File: src/rtl/muladd_cfg.svh
`ifndef MULADD_CFG_SVH
`define MULADD_CFG_SVH

// operand and result width
`define MULADD_DATA_W 32

// full signed product, also the accumulator width
`define MULADD_PROD_W (2*`MULADD_DATA_W)

// iteration counter, up to 1023 periods per run
`define MULADD_ITER_W 10

// period length and start delay share this width
`define MULADD_PERIOD_W 5

// right shift applied to the sum before truncation
`define MULADD_SHIFT_W 6

`endif

File: src/rtl/muladd_pkg.sv
`default_nettype none

`include "muladd_cfg.svh"

package muladd_pkg;

   // operation selected by the configuration word
   typedef enum logic {
      MULADD_MACC = 1'b0, // sum of products
      MULADD_MSUB = 1'b1  // negated sum of products
   } muladd_op_e;

   // configuration word, held stable from run until done
   typedef struct packed {
      muladd_op_e                  op;
      logic [`MULADD_ITER_W-1:0]   iterations; // number of periods
      logic [`MULADD_PERIOD_W-1:0] period;     // samples per sum
      logic [`MULADD_PERIOD_W-1:0] delay;      // cycles between run and sample 0
      logic [`MULADD_SHIFT_W-1:0]  shift;      // arithmetic right shift of the result
   } muladd_cfg_t;

   // per-sample control from the sequencer
   typedef struct packed {
      logic en;    // operand pair counts this cycle
      logic first; // operand pair opens a new sum
   } muladd_ctrl_t;

endpackage

`default_nettype wire

File: src/rtl/muladd_seq.sv
`timescale 1ns/10ps
`default_nettype none

`include "muladd_cfg.svh"

module muladd_seq (
   input  logic                     clk,
   input  logic                     rst,
   input  logic                     run,
   input  muladd_pkg::muladd_cfg_t  cfg,
   output muladd_pkg::muladd_ctrl_t ctrl,
   output logic                     done
);

   typedef enum logic [1:0] {
      S_IDLE,
      S_DELAY,
      S_ACTIVE
   } state_e;

   state_e                      state;
   logic [`MULADD_PERIOD_W-1:0] delay_cnt; // remaining delay cycles minus one
   logic [`MULADD_PERIOD_W-1:0] idx;       // position inside the current period
   logic [`MULADD_ITER_W-1:0]   iter_cnt;  // completed periods
   logic                        no_work;
   logic                        last_idx;
   logic                        last_iter;

   // a zero count in either dimension means no samples at all
   assign no_work   = (cfg.iterations == '0) || (cfg.period == '0);
   assign last_idx  = (idx == cfg.period - 1'b1);
   assign last_iter = (iter_cnt == cfg.iterations - 1'b1);

   assign ctrl.en    = (state == S_ACTIVE);
   assign ctrl.first = (state == S_ACTIVE) && (idx == '0);

   always_ff @(posedge clk or posedge rst) begin
      if (rst) begin
         state     <= S_IDLE;
         delay_cnt <= '0;
         idx       <= '0;
         iter_cnt  <= '0;
         done      <= 1'b0;
      end else begin
         done <= 1'b0; // single cycle pulse
         if (run) begin
            // run also restarts a busy unit
            idx       <= '0;
            iter_cnt  <= '0;
            delay_cnt <= cfg.delay - 1'b1;
            if (cfg.delay != '0) begin
               state <= S_DELAY;
            end else if (no_work) begin
               state <= S_IDLE;
               done  <= 1'b1;
            end else begin
               state <= S_ACTIVE;
            end
         end else begin
            case (state)
               S_DELAY: begin
                  if (delay_cnt == '0) begin
                     if (no_work) begin
                        state <= S_IDLE;
                        done  <= 1'b1; // empty run ends where sample 0 would be
                     end else begin
                        state <= S_ACTIVE;
                     end
                  end else begin
                     delay_cnt <= delay_cnt - 1'b1;
                  end
               end
               S_ACTIVE: begin
                  if (last_idx) begin
                     idx <= '0;
                     if (last_iter) begin
                        state <= S_IDLE;
                        done  <= 1'b1;
                     end else begin
                        iter_cnt <= iter_cnt + 1'b1;
                     end
                  end else begin
                     idx <= idx + 1'b1;
                  end
               end
               default: state <= S_IDLE;
            endcase
         end
      end
   end

endmodule

`default_nettype wire

File: src/rtl/muladd_mult_pipe.sv
`timescale 1ns/10ps
`default_nettype none

`include "muladd_cfg.svh"

// two register stages, maps onto a DSP block with input and output registers
module muladd_mult_pipe (
   input  logic                             clk,
   input  logic signed [`MULADD_DATA_W-1:0] in1,
   input  logic signed [`MULADD_DATA_W-1:0] in2,
   output logic signed [`MULADD_PROD_W-1:0] product
);

   logic signed [`MULADD_DATA_W-1:0] in1_q; // operand stage
   logic signed [`MULADD_DATA_W-1:0] in2_q;

   // operands of cycle S appear on product at S+2
   always_ff @(posedge clk) begin
      in1_q   <= in1;
      in2_q   <= in2;
      product <= in1_q * in2_q; // full width signed product
   end

endmodule

`default_nettype wire

File: src/rtl/muladd_accum.sv
`timescale 1ns/10ps
`default_nettype none

`include "muladd_cfg.svh"

module muladd_accum (
   input  logic                             clk,
   input  logic                             rst,
   input  muladd_pkg::muladd_cfg_t          cfg,
   input  muladd_pkg::muladd_ctrl_t         ctrl,
   input  logic signed [`MULADD_PROD_W-1:0] product,
   output logic        [`MULADD_DATA_W-1:0] out,
   output logic                             sum_last
);

   muladd_pkg::muladd_ctrl_t         ctrl_d1; // lines up with the operand registers
   muladd_pkg::muladd_ctrl_t         ctrl_d2; // lines up with the product register
   logic signed [`MULADD_PROD_W-1:0] term;
   logic signed [`MULADD_PROD_W-1:0] base;
   logic signed [`MULADD_PROD_W-1:0] sum;
   logic signed [`MULADD_PROD_W-1:0] shifted;
   logic                             period_end;

   // control pipeline and the end-of-sum flag
   always_ff @(posedge clk or posedge rst) begin
      if (rst) begin
         ctrl_d1  <= '0;
         ctrl_d2  <= '0;
         sum_last <= 1'b0;
      end else begin
         ctrl_d1  <= ctrl;
         ctrl_d2  <= ctrl_d1;
         sum_last <= ctrl_d2.en && period_end;
      end
   end

   // sample in stage 2 closes its sum when the one behind it
   // opens a new period or is not a sample at all
   assign period_end = ctrl_d1.first || !ctrl_d1.en;

   assign term = (cfg.op == muladd_pkg::MULADD_MSUB) ? -product : product;
   assign base = ctrl_d2.first ? '0 : sum; // reload at period start

   always_ff @(posedge clk or posedge rst) begin
      if (rst) begin
         sum <= '0;
      end else if (ctrl_d2.en) begin
         sum <= base + term;
      end
   end

   // sum is signed so this shift keeps the sign
   assign shifted = sum >>> cfg.shift;
   assign out     = shifted[`MULADD_DATA_W-1:0];

endmodule

`default_nettype wire

File: src/rtl/muladd_unit.sv
`timescale 1ns/10ps
`default_nettype none

`include "muladd_cfg.svh"

module muladd_unit (
   input  logic                             clk,
   input  logic                             rst,
   input  logic                             run,
   input  muladd_pkg::muladd_cfg_t          cfg,
   input  logic signed [`MULADD_DATA_W-1:0] in1,
   input  logic signed [`MULADD_DATA_W-1:0] in2,
   output logic        [`MULADD_DATA_W-1:0] out,
   output logic                             sum_last,
   output logic                             done
);

   muladd_pkg::muladd_ctrl_t         ctrl;    // per-sample flags, operand cycle
   logic signed [`MULADD_PROD_W-1:0] product; // two cycles behind the operands

   // delay, period and iteration counting
   muladd_seq seq_i (
      .clk  (clk),
      .rst  (rst),
      .run  (run),
      .cfg  (cfg),
      .ctrl (ctrl),
      .done (done)
   );

   muladd_mult_pipe mult_i (
      .clk     (clk),
      .in1     (in1),
      .in2     (in2),
      .product (product)
   );

   // realigns ctrl with product, result three cycles after the operands
   muladd_accum accum_i (
      .clk      (clk),
      .rst      (rst),
      .cfg      (cfg),
      .ctrl     (ctrl),
      .product  (product),
      .out      (out),
      .sum_last (sum_last)
   );

endmodule

`default_nettype wire

File: config.mk
export PLATFORM = sky130hd
export DESIGN_NAME = muladd_unit
export DESIGN_NICKNAME = d
export VERILOG_FILES = /design/src/rtl/muladd_pkg.sv /design/src/rtl/muladd_seq.sv /design/src/rtl/muladd_mult_pipe.sv /design/src/rtl/muladd_accum.sv /design/src/rtl/muladd_unit.sv
export VERILOG_INCLUDE_DIRS = /design/src /design/src/rtl
export SDC_FILE = /design/constraint.sdc
export NUM_CORES = 2
export LEC_CHECK = 0
export BUFFER_PORTS_ARGS = -buffer_cell sky130_fd_sc_hd__buf_2
export CORE_MARGIN = 2
export CORE_UTILIZATION = 40
export CTS_CLUSTER_DIAMETER = 80
export DETAILED_ROUTE_END_ITERATION = 16
export GPL_ROUTABILITY_DRIVEN = 0
export PLACE_DENSITY = 0.55
export SLEW_MARGIN = 5
export SYNTH_ARGS = -nofsm -noshare
export SYNTH_HDL_FRONTEND = slang
export SYNTH_HIERARCHICAL = 1
export SYNTH_SLANG_ARGS = --single-unit
File: constraint.sdc
create_clock -name clk -period 10.95 [get_ports clk]
set_clock_uncertainty 0.2 [all_clocks]
set_input_delay 1.6425 -clock clk [delete_from_list [all_inputs] [get_ports clk]]
set_output_delay 1.6425 -clock clk [all_outputs]
set_load 0.02 [all_outputs]
==> flow_metrics.py <==
metrics = {
    "run_status": {
        "status": "complete, no violations",
    },
    "timing": {
        "setup_viol": 0,
        "timing.final.ws_setup_ns": 1.83,
        "slew_viol_final": 0,
        "tightest_slew_ns": 1.14,
        "fmax_ghz": 0.110,
        "hold_violations": 0,
        "fin_crit_ns": 9.12,
        "rsz0062_at_grt": "false",
        "relSlewSlack_pct": 24.0,
        "setup_tns_ns": 0,
        "post-route-period-util_pct": 83.3,
    },
    "cts": {
        "cts_tree": "done",
        "clk_path_buf_depth": 3,
        "cts_resized": 0,
        "cts_buffers": 38,
        "cts_root_buf": "clkbuf_16",
        "ctsHoldBuffers": 0,
        "cts.sinks": 220,
        "post_cts_buffers": 0,
        "htree_num_levels": 2,
        "insertion_delay_ns": 0.63,
        "clk_pin_slew_ns": 0.06,
    },
    "logic_synthesis": {
        "async_reset_ff_share_pct": 41.8,
        "syn_avg_cell_area_um2": 9.21,
        "synth-edff-count": 0,
        "syn_inst": 5632,
        "yosysSeqAreaShare_pct": 9.38,
        "synthTopCellsByCount": "1083 x fa_1, 994 x inv_1, 679 x nand2_1, 524 x and2_1, 296 x clkbuf_1",
        "yosys_warnings": 6,
        "synth.cell_area_mm2": 0.0519,
        "synth_flop_cell": "dfxtp_1",
        "synth.most_common_cell": "fa_1",
        "synth.top_cell.area_share_pct": 41.8,
        "synth_nets": 7066,
        "yosysTopAreaCell": "fa_1",
        "ys_seq_elements": 220,
        "ys_top_cells_by_area": "fa_1 42%, inv_1 7.2%, and2_1 6.3%, ha_1 6.2%, dfxtp_1 4.9%",
        "synthDistinctLibCells": 99,
    },
    "final_layout": {
        "multi_input_area_mm2": 0.0420,
        "seqCellArea_mm2": 0.00489,
        "nNetsFinal": 6965,
        "area_growth_pct": 6.19,
        "fillers": 12900,
        "drive_gt1_share_pct": 7.95,
    },
    "route": {
        "wire_per_inst_um": 19.0,
        "drc": 0,
        "wl_mm": 139,
        "viasPerCell": 5.18,
        "first_pass_iters": 6,
        "vias": 37900,
        "postRouteAntennaNets": 0,
        "drtIter0Drc": 1970,
    },
    "placement": {
        "dp_hpwl_mm": 113,
        "post-place-ws_ns": 1.84,
        "io_buffers": 127,
    },
    "global_route": {
        "grt_max_degree": 70,
        "grt_pass1_wl_mm": 229,
        "grt_pass1_vias": 41500,
        "track_usage_pct": 21.9,
        "grt_overflow": 0,
        "antenna_found_initial": 4,
    },
    "die": {
        "start_util_pct": 40.2,
        "rows": 132,
        "boundaryPins": 128,
        "die_area_mm2": 0.133,
        "core_area_mm2": 0.129,
        "die_y_um": 364,
        "fp.dieW_um": 364,
    },
    "worst_setup_path": {
        "path_max_fanout": 32,
        "start_kind": "flop",
        "required_ns": 11.27,
        "rr_worst_depth": 26,
        "path_class": "flop to flop",
        "crit_path_end_kind": "flop",
        "arrival_ns": 9.45,
    },
    "worst_hold_path": {
        "hold_depth": 0,
        "hp-class": "flop to flop",
    },
    "run": {
        "cap_violations": 0,
    },
}
## through the flow
stage / cells / util [%] / instance area (um^2) / hold WS [ns]
finish: 7304 / 42.7 / 55100 / 0.179
global route: 7303 / 42.7 / 55100 / 0.183
CTS: 7302 / 42.7 / 55100 / 0.180
detailed placement: 7233 / 41.7 / 53900 / 0.162
global placement: 7233 / 41.7 / 53900 / 0.159
floorplan: 5632 / - / 51900 / 0.149
## metal layers
metal	GRT usage, %	vias to the layer above	wire, um
met4	6.42	0	4160
met2	39.3	846	70600
met1	27.7	19600	58500
met3	2.44	205	5700
met5	0	-	0
li1	-	17300	-
## final cells by class
type	count	area share, %
Inverter	997	6.79
Antenna cell	2	0.00908
Timing Repair Buffer	184	1.93
Clock buffer	50	1.90
Clock inverter	19	0.293
Multi-Input combinational cell	4090	76.2
Sequential cell	220	8.88
Tap cell	1742	3.96
## worst paths after layout
| path | slack (ns) | from | to |
|---|---|---|---|
| worst min-delay path | 0.18 | accum_i/ctrl_d1[1] | accum_i/ctrl_d2[1] |
| worst max register to register | 1.83 | mult_i/in2_q[5] | mult_i/product[63] |
| worst max-delay path | 1.83 | mult_i/in2_q[5] | mult_i/product[63] |
| worst min register to register | 0.18 | accum_i/ctrl_d1[1] | accum_i/ctrl_d2[1] |
| min in group asynchronous | 1.08 | rst | seq_i/delay_cnt[0] |
| max in group asynchronous | 8.76 | rst | accum_i/ctrl_d2[0] |
## kinds of logic (layout without fill, tap and decap cells)
logic type	count (synthesis)	count (layout)	synth area share, %
multiplexers	185	185	4.69
AO/OA/AOI/OAI	686	686	8.54
flip-flops	220	220	9.38
adder cells (fa/ha/maj)	1340	1340	48.0
buffers and inverters	1322	1250	9.67
other	0	2	0
AND/OR/NAND/NOR	1659	1659	16.0
XOR/XNOR	220	220	3.71
## worst max-delay path: stages (launching register included)
cell and delay (ns):
dfxtp_1 1.07, nand2_1 0.30, inv_1 0.16, fa_1 0.41
inv_1 0.25, fa_1 0.48, inv_1 0.22, fa_1 0.49
fa_1 0.83, inv_1 0.38, fa_1 0.58, inv_1 0.06
fa_1 0.53, inv_1 0.05, fa_1 0.47, inv_1 0.05
fa_1 0.45, ha_1 0.36, and3_1 0.22, and2_1 0.16
nand3_1 0.09, a2bb2oi_1 0.16, o211ai_1 0.15, a31o_2 0.32
a21o_1 0.23, a31oi_1 0.21, xnor2_1 0.14
## state kept, by name, indices dropped and copies added (netlist names), 5 cells and up
| register | count |
|---|---|
| accum_i/sum | 64 |
| seq_i/iter_cnt | 10 |
| mult_i/in2_q | 32 |
| mult_i/in1_q | 32 |
| seq_i/idx | 5 |
| seq_i/delay_cnt | 5 |
| mult_i/product | 64 |
## layout by cell type, fill, tap and decap left out, types with 61 or more instances in the layout
cell / n
dfrtp_1: 90
o21ai_0: 158
and2_1: 524
xor2_1: 61
nand2_1: 679
xnor2_1: 159
mux2i_1: 64
dfxtp_1: 107
nor2b_1: 79
inv_1: 992
nor2_1: 151
buf_2: 127
a21oi_1: 189
a21o_1: 73
ha_1: 257
fa_1: 1083
mux2_2: 83
Power is not shown: default switching activity piles up to over one toggle a cycle in this logic, so the estimate is an artifact.
